[config.mk]
export PLATFORM = sky130hd
export DESIGN_NAME = odt_subsys_top
export DESIGN_NICKNAME = d
export VERILOG_FILES = /design/src/odt_pkg.sv /design/src/odt_csr.sv /design/src/odt_ddr2_gen.sv /design/src/odt_ddr3_gen.sv /design/src/odt_gen.sv /design/src/odt_subsys_top.sv
export VERILOG_INCLUDE_DIRS = /design/src
export SDC_FILE = /design/constraint.sdc
export NUM_CORES = 1
export LEC_CHECK = 0
export BUFFER_PORTS_ARGS = -buffer_cell sky130_fd_sc_hd__buf_2
export CAP_MARGIN = 30
export CORE_MARGIN = 2
export CORE_UTILIZATION = 39
export DETAILED_ROUTE_END_ITERATION = 10
export SLEW_MARGIN = 30
export SYNTH_ARGS = -nofsm -noshare
export SYNTH_HDL_FRONTEND = slang
export SYNTH_SLANG_ARGS = --single-unit
[constraint.sdc]
create_clock -name ctl_clk -period 11.4 [get_ports ctl_clk]
set_input_delay 1.14 -clock ctl_clk [delete_from_list [all_inputs] [get_ports ctl_clk]]
set_output_delay 1.14 -clock ctl_clk [all_outputs]
set_load 0.005 [all_outputs]
[src/odt_config.svh]
`ifndef ODT_CONFIG_SVH
`define ODT_CONFIG_SVH

// memory interface geometry
`define ODT_MEM_IF_CHIP         4       // chip selects, one-hot from the arbiter
`define ODT_MEM_IF_ODT_WIDTH    4       // odt pins driven towards the dimms

// afi data width ratio
// 2 -> full rate, 4 -> half rate, 8 -> quarter rate
// only half rate is built here, two memory clocks per ctl_clk
`define ODT_DWIDTH_RATIO        4

// 0 ties afi_odt low whatever the csr holds
`define ODT_ENABLED             1

// csr byte addresses on the axi4-lite port
`define ODT_REG_CTRL            4'h0    // mem type, output_regd
`define ODT_REG_TIMING          4'h4    // tcl, cas_wr_lat, add_lat, burst length
`define ODT_REG_WMAP            4'h8    // write odt map, one nibble per chip
`define ODT_REG_RMAP            4'hC    // read odt map, same layout

`endif

[src/odt_pkg.sv]
`default_nettype none

`include "odt_config.svh"

package odt_pkg;

    localparam int ODT_PHASES = `ODT_DWIDTH_RATIO / 2;                   // mem clocks per ctl_clk
    localparam int ODT_MAP_W  = `ODT_MEM_IF_CHIP * `ODT_MEM_IF_ODT_WIDTH;
    // future slots kept per pin, covers start 20 plus a 17 slot window
    localparam int ODT_SLOTS  = 40;

    typedef enum logic [2:0] {
        MEM_NONE = 3'd0,    // reset value, odt off
        MEM_DDR2 = 3'd1,
        MEM_DDR3 = 3'd2
    } mem_type_e;

    // arbiter command, single cycle pulse
    typedef struct packed {
        logic                         do_read;
        logic                         do_write;
        logic                         burst_chop;   // ddr3 only
        logic [`ODT_MEM_IF_CHIP-1:0]  to_chip;      // one-hot, highest bit wins
    } bg_cmd_t;

    typedef struct packed {
        mem_type_e              mem_type;
        logic [3:0]             tcl;
        logic [3:0]             cas_wr_lat;
        logic [2:0]             add_lat;
        logic [4:0]             burst_length;
        logic                   output_regd;    // one more cycle on afi_odt
        logic [ODT_MAP_W-1:0]   write_odt_chip; // nibble per chip, bit per pin
        logic [ODT_MAP_W-1:0]   read_odt_chip;
    } odt_cfg_t;

    // master to slave
    typedef struct packed {
        logic [3:0]   awaddr;
        logic         awvalid;
        logic [31:0]  wdata;
        logic [3:0]   wstrb;
        logic         wvalid;
        logic         bready;
        logic [3:0]   araddr;
        logic         arvalid;
        logic         rready;
    } axil_req_t;

    // slave to master
    typedef struct packed {
        logic         awready;
        logic         wready;
        logic [1:0]   bresp;
        logic         bvalid;
        logic         arready;
        logic [31:0]  rdata;
        logic [1:0]   rresp;
        logic         rvalid;
    } axil_rsp_t;

    // phase h in the upper nibble, phase l in the lower
    typedef struct packed {
        logic [`ODT_MEM_IF_ODT_WIDTH-1:0] h;
        logic [`ODT_MEM_IF_ODT_WIDTH-1:0] l;
    } odt_phases_t;

    // run of len ones starting at slot start
    function automatic logic [ODT_SLOTS-1:0] odt_window(input logic [5:0] start,
                                                        input logic [5:0] len);
        logic [ODT_SLOTS-1:0] ones;
        ones = '1;
        return (ones >> (ODT_SLOTS - len)) << start;
    endfunction

endpackage

`default_nettype wire

[src/odt_csr.sv]
`timescale 1ns/1ns
`default_nettype none

`include "odt_config.svh"

module odt_csr
    import odt_pkg::*;
(
    input  logic      ctl_clk,
    input  logic      rst_n,
    input  axil_req_t axil_req,
    output axil_rsp_t axil_rsp,
    output odt_cfg_t  cfg
);

    localparam logic [1:0] RESP_OKAY   = 2'b00;
    localparam logic [1:0] RESP_SLVERR = 2'b10;

    logic [31:0] ctrl_q;
    logic [31:0] timing_q;
    logic [31:0] wmap_q;
    logic [31:0] rmap_q;

    logic        wr_go;     // aw and w accepted together this cycle
    logic        rd_go;     // ar accepted this cycle
    logic        wr_hit;
    logic        rd_hit;
    logic [31:0] rd_mux;

    logic        bvalid_q;
    logic [1:0]  bresp_q;
    logic        rvalid_q;
    logic [1:0]  rresp_q;
    logic [31:0] rdata_q;

    // byte lanes with strobe set take the new data
    function automatic logic [31:0] merge_strb(input logic [31:0] old_val,
                                               input logic [31:0] new_val,
                                               input logic [3:0]  strb);
        logic [31:0] res;
        res = old_val;
        for (int b = 0; b < 4; b++)
        begin
            if (strb[b])
                res[8*b +: 8] = new_val[8*b +: 8];
        end
        return res;
    endfunction

    assign wr_go = axil_req.awvalid & axil_req.wvalid & ~bvalid_q; // one write in flight
    assign rd_go = axil_req.arvalid & ~rvalid_q;

    // address decode, unmapped reads return zero
    always_comb
    begin
        case (axil_req.awaddr)
            `ODT_REG_CTRL, `ODT_REG_TIMING, `ODT_REG_WMAP, `ODT_REG_RMAP: wr_hit = 1'b1;
            default:                                                      wr_hit = 1'b0;
        endcase
        rd_hit = 1'b1;
        case (axil_req.araddr)
            `ODT_REG_CTRL:   rd_mux = ctrl_q;
            `ODT_REG_TIMING: rd_mux = timing_q;
            `ODT_REG_WMAP:   rd_mux = wmap_q;
            `ODT_REG_RMAP:   rd_mux = rmap_q;
            default:
            begin
                rd_mux = '0;
                rd_hit = 1'b0;
            end
        endcase
    end

    always_ff @(posedge ctl_clk)
    begin
        if (!rst_n)
        begin
            ctrl_q   <= '0;
            timing_q <= '0;
            wmap_q   <= '0;
            rmap_q   <= '0;
            bvalid_q <= 1'b0;
            rvalid_q <= 1'b0;
        end
        else
        begin
            if (wr_go)
            begin
                case (axil_req.awaddr)
                    `ODT_REG_CTRL:   ctrl_q   <= merge_strb(ctrl_q, axil_req.wdata, axil_req.wstrb);
                    `ODT_REG_TIMING: timing_q <= merge_strb(timing_q, axil_req.wdata, axil_req.wstrb);
                    `ODT_REG_WMAP:   wmap_q   <= merge_strb(wmap_q, axil_req.wdata, axil_req.wstrb);
                    `ODT_REG_RMAP:   rmap_q   <= merge_strb(rmap_q, axil_req.wdata, axil_req.wstrb);
                    default:         ctrl_q   <= ctrl_q;    // dropped, slverr below
                endcase
                bvalid_q <= 1'b1;
            end
            else if (axil_req.bready)
                bvalid_q <= 1'b0;
            if (rd_go)
                rvalid_q <= 1'b1;
            else if (axil_req.rready)
                rvalid_q <= 1'b0;
        end
    end

    // response payload, only looked at while valid
    always_ff @(posedge ctl_clk)
    begin
        if (wr_go)
            bresp_q <= wr_hit ? RESP_OKAY : RESP_SLVERR;
        if (rd_go)
        begin
            rdata_q <= rd_mux;
            rresp_q <= rd_hit ? RESP_OKAY : RESP_SLVERR;
        end
    end

    always_comb
    begin
        axil_rsp.awready = wr_go;       // aw and w ready in the same cycle
        axil_rsp.wready  = wr_go;
        axil_rsp.bresp   = bresp_q;
        axil_rsp.bvalid  = bvalid_q;
        axil_rsp.arready = ~rvalid_q;
        axil_rsp.rdata   = rdata_q;
        axil_rsp.rresp   = rresp_q;
        axil_rsp.rvalid  = rvalid_q;
    end

    // field extraction into the config struct
    always_comb
    begin
        cfg.mem_type       = mem_type_e'(ctrl_q[2:0]);
        cfg.output_regd    = ctrl_q[4];
        cfg.tcl            = timing_q[3:0];
        cfg.cas_wr_lat     = timing_q[7:4];
        cfg.add_lat        = timing_q[10:8];
        cfg.burst_length   = timing_q[20:16];
        cfg.write_odt_chip = wmap_q[ODT_MAP_W-1:0];
        cfg.read_odt_chip  = rmap_q[ODT_MAP_W-1:0];
    end

endmodule

`default_nettype wire

[src/odt_ddr2_gen.sv]
`timescale 1ns/1ns
`default_nettype none

module odt_ddr2_gen
    import odt_pkg::*;
(
    input  logic                  ctl_clk,
    input  logic                  rst_n,
    input  odt_cfg_t              cfg,
    input  logic                  do_write,     // already gated by the pin map
    input  logic                  do_read,
    output logic [ODT_PHASES-1:0] odt           // bit 0 phase l, bit 1 phase h
);

    // ddr2 odt opens at the same point for reads and writes
    logic [5:0]            start_slot;
    logic [5:0]            win_len;
    logic [ODT_SLOTS-1:0]  win_mask;

    // bit 0 is the slot shown next, phase l of the coming cycle
    logic [ODT_SLOTS-1:0]  slot_q;
    logic [ODT_PHASES-1:0] odt_q;       // extra stage for output_regd

    // tcl + al - 2 memory clocks after the command
    assign start_slot = {2'b00, cfg.tcl} + {3'b000, cfg.add_lat} - 6'd2;

    // bl/2 data clocks plus one clock of margin either side
    assign win_len = {2'b00, cfg.burst_length[4:1]} + 6'd2;

    // no burst chop on ddr2, reads and writes share one window
    assign win_mask = (do_write | do_read) ? odt_window(start_slot, win_len) : '0;

    // retire two slots per clock, new windows OR over what is in flight
    always_ff @(posedge ctl_clk)
    begin
        if (!rst_n)
        begin
            slot_q <= '0;
            odt_q  <= '0;
        end
        else
        begin
            slot_q <= (slot_q >> ODT_PHASES) | win_mask;
            odt_q  <= slot_q[ODT_PHASES-1:0];
        end
    end

    // output_regd picks the late copy, one ctl_clk behind
    assign odt = cfg.output_regd ? odt_q : slot_q[ODT_PHASES-1:0];

endmodule

`default_nettype wire

[src/odt_ddr3_gen.sv]
`timescale 1ns/1ns
`default_nettype none

module odt_ddr3_gen
    import odt_pkg::*;
(
    input  logic                  ctl_clk,
    input  logic                  rst_n,
    input  odt_cfg_t              cfg,
    input  logic                  do_write,     // already gated by the pin map
    input  logic                  do_read,
    input  logic                  burst_chop,   // bc4 on the current command
    output logic [ODT_PHASES-1:0] odt           // bit 0 phase l, bit 1 phase h
);

    logic [5:0]            wr_start;
    logic [5:0]            rd_start;
    logic [5:0]            win_len;
    logic [ODT_SLOTS-1:0]  wr_mask;
    logic [ODT_SLOTS-1:0]  rd_mask;

    // bit 0 is the slot shown next, phase l of the coming cycle
    logic [ODT_SLOTS-1:0]  slot_q;
    logic [ODT_PHASES-1:0] odt_q;

    // writes follow cwl and reads follow cl, additive latency is not used here
    assign wr_start = {2'b00, cfg.cas_wr_lat} - 6'd2;
    assign rd_start = {2'b00, cfg.tcl} - 6'd2;

    // bc4 keeps odt up for 4 slots only
    always_comb
    begin
        if (burst_chop)
            win_len = 6'd4;
        else
            win_len = {2'b00, cfg.burst_length[4:1]} + 6'd2;
    end

    assign wr_mask = do_write ? odt_window(wr_start, win_len) : '0;
    assign rd_mask = do_read  ? odt_window(rd_start, win_len) : '0;

    // same slot pipe as ddr2, two windows may land in one cycle
    always_ff @(posedge ctl_clk)
    begin
        if (!rst_n)
        begin
            slot_q <= '0;
            odt_q  <= '0;
        end
        else
        begin
            slot_q <= (slot_q >> ODT_PHASES) | wr_mask | rd_mask;
            odt_q  <= slot_q[ODT_PHASES-1:0];   // late copy
        end
    end

    // output_regd shifts every window one ctl_clk later
    assign odt = cfg.output_regd ? odt_q : slot_q[ODT_PHASES-1:0];

endmodule

`default_nettype wire

[src/odt_gen.sv]
`timescale 1ns/1ns
`default_nettype none

`include "odt_config.svh"

module odt_gen
    import odt_pkg::*;
(
    input  logic        ctl_clk,
    input  logic        rst_n,
    input  odt_cfg_t    cfg,
    input  bg_cmd_t     bg_cmd,
    output odt_phases_t afi_odt
);

    localparam int NCHIP = `ODT_MEM_IF_CHIP;
    localparam int NPIN  = `ODT_MEM_IF_ODT_WIDTH;

    logic [NPIN-1:0]       sel_wr_map;      // pins to terminate for this write
    logic [NPIN-1:0]       sel_rd_map;
    logic [NPIN-1:0]       pin_wr;
    logic [NPIN-1:0]       pin_rd;
    logic [ODT_PHASES-1:0] ddr2_odt [NPIN];
    logic [ODT_PHASES-1:0] ddr3_odt [NPIN];
    logic [NPIN-1:0]       odt_l;
    logic [NPIN-1:0]       odt_h;

    // walk up the chips so the highest set bit of to_chip wins
    always_comb
    begin
        sel_wr_map = '0;    // no chip addressed, no pin asserts
        sel_rd_map = '0;
        for (int c = 0; c < NCHIP; c++)
        begin
            if (bg_cmd.to_chip[c])
            begin
                sel_wr_map = cfg.write_odt_chip[c*NPIN +: NPIN];
                sel_rd_map = cfg.read_odt_chip[c*NPIN +: NPIN];
            end
        end
    end

    assign pin_wr = sel_wr_map & {NPIN{bg_cmd.do_write}};
    assign pin_rd = sel_rd_map & {NPIN{bg_cmd.do_read}};

    // both generators run per pin, mem_type picks one afterwards
    for (genvar p = 0; p < NPIN; p++)
    begin : g_pin
        odt_ddr2_gen odt_ddr2_gen_i (
            .ctl_clk    (ctl_clk),
            .rst_n      (rst_n),
            .cfg        (cfg),
            .do_write   (pin_wr[p]),
            .do_read    (pin_rd[p]),
            .odt        (ddr2_odt[p])
        );

        odt_ddr3_gen odt_ddr3_gen_i (
            .ctl_clk    (ctl_clk),
            .rst_n      (rst_n),
            .cfg        (cfg),
            .do_write   (pin_wr[p]),
            .do_read    (pin_rd[p]),
            .burst_chop (bg_cmd.burst_chop),
            .odt        (ddr3_odt[p])
        );
    end

    // type select and split into phases, anything else than ddr2/ddr3 is off
    always_comb
    begin
        for (int p = 0; p < NPIN; p++)
        begin
            case (cfg.mem_type)
                MEM_DDR2:
                begin
                    odt_l[p] = ddr2_odt[p][0];
                    odt_h[p] = ddr2_odt[p][1];
                end
                MEM_DDR3:
                begin
                    odt_l[p] = ddr3_odt[p][0];
                    odt_h[p] = ddr3_odt[p][1];
                end
                default:
                begin
                    odt_l[p] = 1'b0;
                    odt_h[p] = 1'b0;
                end
            endcase
        end
    end

    // half rate afi packing, h above l
    if (`ODT_ENABLED == 1)
    begin : g_odt_on
        assign afi_odt = '{h: odt_h, l: odt_l};
    end
    else
    begin : g_odt_off
        assign afi_odt = '0;
    end

endmodule

`default_nettype wire

[src/odt_subsys_top.sv]
`timescale 1ns/1ns
`default_nettype none

module odt_subsys_top
    import odt_pkg::*;
(
    input  logic        ctl_clk,
    input  logic        rst_n,
    input  axil_req_t   axil_req,   // csr access from software
    output axil_rsp_t   axil_rsp,
    input  bg_cmd_t     bg_cmd,     // arbiter command pulses
    output odt_phases_t afi_odt     // towards the phy
);

    odt_cfg_t cfg;      // static while commands are in flight

    // register block
    odt_csr odt_csr_i (
        .ctl_clk    (ctl_clk),
        .rst_n      (rst_n),
        .axil_req   (axil_req),
        .axil_rsp   (axil_rsp),
        .cfg        (cfg)
    );

    // odt window generation
    odt_gen odt_gen_i (
        .ctl_clk    (ctl_clk),
        .rst_n      (rst_n),
        .cfg        (cfg),
        .bg_cmd     (bg_cmd),
        .afi_odt    (afi_odt)
    );

endmodule

`default_nettype wire

==> impl_results.md, run 1 <==
- Status: finished clean
- RSZ-0062 raised after global routing: no
- Worst hold path class: flop to flop
- Synth top area share: 0.353
- Post-cts gate resize count: 0
- CTS tree: done
- WL final: 102000 µm
- Most frequent cells in the layout: dfxtp_1, nor2_1, nand2_1
- Largest net degree at the start of global routing: 115
- Die Ht: 264 µm
- Vias in the first global route: 24000
- Relative slew margins: 0.279
- Clock Skew: 0.0174 ns
- Postcts setup bufs: 0
- FF+latch count, synth: 500
- Initial Utilization: 0.394
- Dpl hpwl: 70800 µm
- I/O pins: 107
- Fin nets: 3197
- Max Freq: 179 MHz
- Net switching share of the total power: 0.240
- IO buf count: 104
- Drt drc: 0
- First-pass GRT wire length: 154000 µm
- Share of power burned in registers: 0.481
- Final worst-path cycle share: 0.490
- RePlAce Congestion: 1.03
- Kind of end point of the critical path: flop
- NetSw: 0.887 mW
- Synth Cell Area: 26500 µm²
- Core box area: 67200 µm²
- Total number of vias: 26100
- Required time of the critical path: 11.93 ns
- Clock transition at path regs: 0.06 ns
- Clk network pwr share: 0.469
- Max cap viols: 0
- Area grow syn2layout: 10.9%
- Crit-path max FO: 29
- Detailed Route Iter0 Violations: 3535
- Minimum clock period: 5.59 ns
- CP arrival: 6.12 ns
- DR vias/cell: 6.46
- Slew Limit Fails: 0
- Startpoint Class: input pin
- Row count: 95
- Leakage power: 10.8 nW
- DR WL/cell: 25.4 µm
- Die area: 69900 µm²
- Die width: 264 µm
- Post-synth EDFFs: 34
- Largest buffer count on any clock path: 3
- Measured slew at the worst slew-check pin: 1.07 ns
- Synth Flop Type: dfxtp_1
- Most common cell after layout, fill and taps aside: dfxtp_1
- Syn avg cell area: 8.35 µm²
- H-tree level count: 2
- CTS root buf: clkbuf_16
- Post-route design area: 29300 µm²
- Final Setup Violations: 0
- Sequential-to-total area share from yosys stat: 0.391
- Netlist cell types: 106
- GR Overflow Total: 0
- Comb pwr share: 0.050
- Clk Latency, worst-skew pair: 0.62 ns
- # hold bufs at CTS: 0
- CP Class: input pin to flop
- Num Clock Sinks: 500
- Share of cells above drive strength 1: 0.106
- Total CTS buffers: 53
- Asr flop ratio synth: 0
- Top cells by area, synth: dfxtp_1, mux2i_1, nor2_1
- Max rail drop VDD: 0.000104 V
- Global router's overall resource usage: 0.282
- PD cells: 126 nW/µm²
- Initial antenna violation count: 2
- Final hold vios: 0
- Largest area contributor in the netlist: dfxtp_1
- Ys Warns: 0
- Setup TNS Final: 0 ns
- Int Power: 2.81 mW
- TritonRoute pass-1 iters: 9
- Post-Syn Instances: 3166
- Placed Area: 27600 µm²
- Post-route ant nets: 0
## worst max-delay path, cell delays in order
cell      delay (ns)
buf_2           0.41
inv_1           0.37
nand2_1         0.19
ha_1            0.28
inv_1           0.07
ha_1            0.87
nor2b_1         0.51
o21ai_0         0.17
a211oi_1        0.62
and2_1          0.36
a221oi_1        0.14
a21oi_1         0.65
o211ai_1        0.15
a21oi_1         0.16
## power groups by stage
| stage | Combinational (mW) | Sequential, mW | Clock (mW) |
|---|---|---|---|
| 3_5_place_dp | 0.177 | 1.82 | 0 |
| 3_3_place_gp | 0.175 | 1.82 | 0 |
| 4_1_cts | 0.178 | 1.78 | 1.76 |
| 6_report | 0.183 | 1.78 | 1.73 |
| 2_1_floorplan | 0.104 | 1.82 | 0 |
| 5_1_grt | 0.193 | 1.78 | 1.83 |
## final cells by class
type | instances | area, µm²
clock inverter | 31 | 313
tap | 873 | 1090
fill | 6645 | 37800
sequential | 500 | 10400
antenna | 2 | 5.00
inverter | 45 | 174
multi-input combinational | 2348 | 14900
timing repair buffer | 174 | 1070
clock buffer | 67 | 1400
## cells by family (layout without fill, tap and decap cells)
logic type,after synthesis,in the layout,synth area share
simple gates,1071,1071,0.183
compound gates,1065,1065,0.291
flops,500,500,0.391
buf+inv,319,317,0.0491
mux,181,181,0.0717
fa+ha+maj,17,17,0.00833
xor+xnor,12,12,0.00582
other cells,1,4,0.000142
## per-stage QoR
step	instances	power, mW	setup WS, ns	hold WS [ns]	util
floorplan	3167	1.92	6.80	0.401	-
global placement	3936	1.99	5.38	0.407	0.410
detailed placement	3938	1.99	5.32	0.410	0.411
CTS	4036	3.72	5.92	0.430	0.436
global route	4038	3.80	5.50	0.440	0.437
finish	4040	3.69	5.81	0.426	0.437
## cell usage after synthesis, types with 17 or more instances
cell / n
a21oi_1: 177
a22oi_1: 27
a31oi_1: 68
inv_1: 44
o31a_1: 33
nand2_1: 270
nor2_1: 437
and2_1: 35
and3_1: 31
a21o_1: 18
o211ai_1: 33
o21ai_0: 133
o22ai_1: 59
o31ai_1: 27
buf_2: 29
a221oi_1: 40
clkbuf_1: 215
a32oi_1: 17
a211oi_1: 25
edfxtp_1: 34
nand2b_1: 30
nor4_1: 21
a22o_1: 40
o21a_1: 72
nand3_1: 85
nor3_1: 68
mux2i_1: 167
dfxtp_1: 466
o221ai_1: 92
a221o_1: 43
nor2b_1: 21
## metal layers
layer	track usage	vias to the layer above	routed length [µm]
met4	0.143	4	5230
met2	0.432	1385	45200
met3	0.0561	269	8870
met5	0	-	26
met1	0.377	12600	43100
li1	-	11800	-
## sequential cells by signal (all words and copies together), names as in the netlist, 8 cells and up
name / flops
odt_gen_i.g_pin.odt_ddr3_gen_i.slot_q: 160
odt_gen_i.g_pin.odt_ddr2_gen_i.slot_q: 160
odt_csr_i.wmap_q: 32
odt_csr_i.rmap_q: 32
odt_csr_i.timing_q: 32
odt_csr_i.ctrl_q: 32
odt_csr_i.rdata_q: 32
odt_gen_i.g_pin.odt_ddr3_gen_i.odt_q: 8
odt_gen_i.g_pin.odt_ddr2_gen_i.odt_q: 8
## worst paths after layout
| check | from | to | slack [ns] | cells after the start |
|---|---|---|---|---|
| worst max-delay path | bg_cmd[4] | odt_gen_i.g_pin[1].odt_ddr3_gen_i.slot_q[18]$_SDFF_PN0_ | 5.81 | 14 |
| worst min-delay path | odt_gen_i.g_pin[0].odt_ddr2_gen_i.slot_q[33]$_SDFF_PN0_ | odt_gen_i.g_pin[0].odt_ddr2_gen_i.slot_q[31]$_SDFF_PN0_ | 0.43 | 2 |
| worst max register to register | odt_csr_i.timing_q[18]$_SDFFE_PN0P_ | odt_gen_i.g_pin[0].odt_ddr3_gen_i.slot_q[24]$_SDFF_PN0_ | 5.93 | 10 |
| worst min register to register | odt_gen_i.g_pin[0].odt_ddr2_gen_i.slot_q[33]$_SDFF_PN0_ | odt_gen_i.g_pin[0].odt_ddr2_gen_i.slot_q[31]$_SDFF_PN0_ | 0.43 | 2 |
(Power assumes the default switching activity.)
==> run 2, diff against run 1 <==
Clock period 11.4 ns to 5.47 ns, I/O delays scaled along.
==> impl_results.md, run 2 (synthesis results as in run 1) <==
- Status: finished clean
- Fillers: 6715 (+1.1%)
- Post-route design area: 29500 µm² (+0.59%)
- Required time of the critical path: 6.02 ns (-5.91 ns)
- Area grow syn2layout: 11.6%
- Hold path startpoint: axil_req[0]
- WL final: 101000 µm (-0.96%)
- Final Setup Violations: 0 (unchanged)
- Slew Limit Fails: 0 (unchanged)
- Fin nets: 3238 (+1.3%)
- Die Ht: 264 µm (unchanged)
- Post-route ant nets: 0 (unchanged)
- NetSw: 1.80 mW (+100%)
- Most frequent cells in the layout: dfxtp_1, nor2_1, nand2_1
- Measured slew at the worst slew-check pin: 1.04 ns (-0.0242 ns)
- Postcts setup bufs: 0 (unchanged)
- Vias in the first global route: 24400 (+1.3%)
- Die width: 264 µm (unchanged)
- Max rail drop VDD: 0.000225 V (+120%)
- Clk network pwr share: 0.451 (-0.018)
- Hold Crit Endpoint: odt_csr_i.rvalid_q$_SDFFE_PN0P_
- Most common cell after layout, fill and taps aside: dfxtp_1
- Leakage power: 10.9 nW (+1.2%)
- Dpl hpwl: 71400 µm (+0.92%)
- Critical Path Max Stage Delay: 0.62 ns (-0.25 ns)
- Final core occ: 0.439 (+0.00257)
- CP Class: flop to flop
- TritonRoute pass-1 iters: 6 (-3)
- CTS tree: done
- Kind of end point of the critical path: flop
- Minimum clock period: 4.53 ns
- IO buf count: 104 (unchanged)
- Share of cells above drive strength 1: 0.113 (+0.00759)
- Final hold vios: 0 (unchanged)
- Crit-path max FO: 16 (-45%)
- GR peak layer: met2
- PD cells: 253 nW/µm² (+100%)
- RePlAce Congestion: 1.01 (-1.8%)
- Core box area: 67200 µm² (unchanged)
- Setup slack, reg-to-reg: 0.94 ns (-4.99 ns)
- DR vias/cell: 6.40 (-0.94%)
- Critical R2R Capture: odt_gen_i.g_pin[2].odt_ddr2_gen_i.slot_q[37]$_SDFF_PN0_
- Worst r2r src: odt_csr_i.timing_q[19]$_SDFFE_PN0P_
- Drt drc: 0 (unchanged)
- Int Power: 5.65 mW (+100%)
- Largest buffer count on any clock path: 3 (unchanged)
- # hold bufs at CTS: 0 (unchanged)
- Final worst-path cycle share: 0.828
- CTS root buf: clkbuf_16
- Critical path's slowest cell: ha_1
- CP top delay family: compound AO/OA/AOI/OAI gates
- Max Freq: 221 MHz
- Setup TNS Final: 0 ns (unchanged)
- Die area: 69900 µm² (unchanged)
- Hold path depth: 2 (unchanged)
- Clock transition at path regs: 0.07 ns (about the same)
- Total number of vias: 26100 (-0.11%)
- Initial antenna violation count: 1 (-1)
- First-pass GRT wire length: 153000 µm (-0.29%)
- Detailed Route Iter0 Violations: 3410 (-3.5%)
- Clk Latency, worst-skew pair: 0.63 ns (about the same)
- GR Overflow Total: 0 (unchanged)
- DR WL/cell: 24.9 µm (-1.8%)
- Top Registers: odt_gen_i.g_pin.odt_ddr2_gen_i.slot_q: 160 flops, odt_gen_i.g_pin.odt_ddr3_gen_i.slot_q: 160 flops
- Max cap viols: 0 (unchanged)
- Met3 GRT Util: 0.0480 (-0.00808)
- Initial Utilization: 0.394 (unchanged)
- Largest net degree at the start of global routing: 101 (-12%)
- Num Clock Sinks: 500 (unchanged)
- Most used cell, CP: ha_1
- Row count: 95 (unchanged)
- Clock Skew: 0.0288 ns (+0.0115 ns)
- Critical path cell sequence: buf_4 -> ha_1 -> inv_1 -> ha_1 -> nand2b_1 -> o21ai_0 -> a21o_1 -> mux2i_1 -> a32o_1 -> mux4_2 -> a211o_1 -> o21ai_1
- RSZ-0062 raised after global routing: no
- CP bufs+invs: 2 (-1)
- I/O pins: 107 (unchanged)
- Worst r2r path cells: 12 (+2)
- Startpoint Class: flop
- Share of power burned in registers: 0.497 (+0.016)
- Routing usage on met2: 0.436 (+0.00469)
- Post-cts gate resize count: 0 (unchanged)
- Comb pwr share: 0.052 (+0.002)
- Net switching share of the total power: 0.242 (+0.00189)
- Relative slew margins: 0.302 (+0.0226)
- Worst hold path class: input pin to flop
- Placed Area: 27900 µm² (+1.2%)
- Global router's overall resource usage: 0.281 (-0.00106)
- H-tree level count: 2 (unchanged)
- Total CTS buffers: 51 (-3.8%)
- CP arrival: 5.08 ns (-1.04 ns)
- Met1 usage: 0.378 (+0.00132)
[run 2: cell count changes in the layout (fill, tap and decap cells not counted), sizes merged]
| cell | delta |
|---|---|
| inv | -2 |
| buf | +44 |
| diode | -1 |
| bufinv | -4 |
| clkinvlp | -1 |
| clkinv | -7 |
| clkbuf | +5 |
[run 2: worst max path at each step]
stage	startpoint	to	slack, ns	cells past startpoint
3_5_place_dp	bg_cmd[4]	odt_gen_i.g_pin[0].odt_ddr3_gen_i.slot_q[23]$_SDFF_PN0_	0.81	15
2_1_floorplan	bg_cmd[4]	odt_gen_i.g_pin[2].odt_ddr3_gen_i.slot_q[28]$_SDFF_PN0_	1.46	14
5_1_grt	odt_csr_i.timing_q[19]$_SDFFE_PN0P_	odt_gen_i.g_pin[3].odt_ddr3_gen_i.slot_q[23]$_SDFF_PN0_	0.72	13
3_3_place_gp	bg_cmd[4]	odt_gen_i.g_pin[0].odt_ddr3_gen_i.slot_q[26]$_SDFF_PN0_	0.94	14
4_1_cts	odt_csr_i.timing_q[19]$_SDFFE_PN0P_	odt_gen_i.g_pin[2].odt_ddr2_gen_i.slot_q[37]$_SDFF_PN0_	1.09	12
6_report	odt_csr_i.timing_q[19]$_SDFFE_PN0P_	odt_gen_i.g_pin[2].odt_ddr2_gen_i.slot_q[37]$_SDFF_PN0_	0.94	12
[run 2: worst register-to-register path: cells and delay by family (launching register included)]
| kind | cells | cell delay, ns |
|---|---|---|
| AO/OA/AOI/OAI | 5 | 1.52 |
| adder cells (fa/ha/maj) | 2 | 1.17 |
| buffers and inverters | 2 | 0.33 |
| flip-flops | 1 | 0.32 |
| multiplexers | 2 | 0.78 |
| AND/OR/NAND/NOR | 1 | 0.34 |
[run 2: per-layer routing]
metal / up-vias / part of all wire / wire [µm]
met5: - / 0.00013 / 13
met4: 2 / 0.049 / 5000
met3: 262 / 0.086 / 8710
met2: 1411 / 0.44 / 44800
met1: 12500 / 0.42 / 42900
li1: 11900 / - / -
[run 2: final cells by class]
cell class	count	area, µm²	area share
sequential	500	10400	0.351
clock inverter	17	144	0.00488
timing repair buffer	217	1420	0.0483
multi-input combinational	2348	14900	0.505
inverter	45	174	0.00589
clock buffer	73	1420	0.0481
antenna	1	2.50	0.0000848
tap	873	1090	0.0370
[run 2: power by group through the flow]
stage	clock network (mW)	registers, mW	logic (mW)
3_5_place_dp	0	3.79	0.379
4_1_cts	3.41	3.71	0.380
3_3_place_gp	0	3.79	0.376
2_1_floorplan	0	3.79	0.217
6_report	3.36	3.71	0.391
5_1_grt	3.55	3.70	0.415
[run 2: per-stage QoR]
step	setup slack, ns	total power, mW	hold slack (ns)	instances
after floorplan	1.46	4.00	0.401	3167
after global placement	0.943	4.16	0.408	3980
after detailed placement	0.813	4.16	0.413	3981
after CTS	1.09	7.49	0.102	4071
after global routing	0.721	7.67	0.136	4073
final	0.940	7.46	0.123	4074
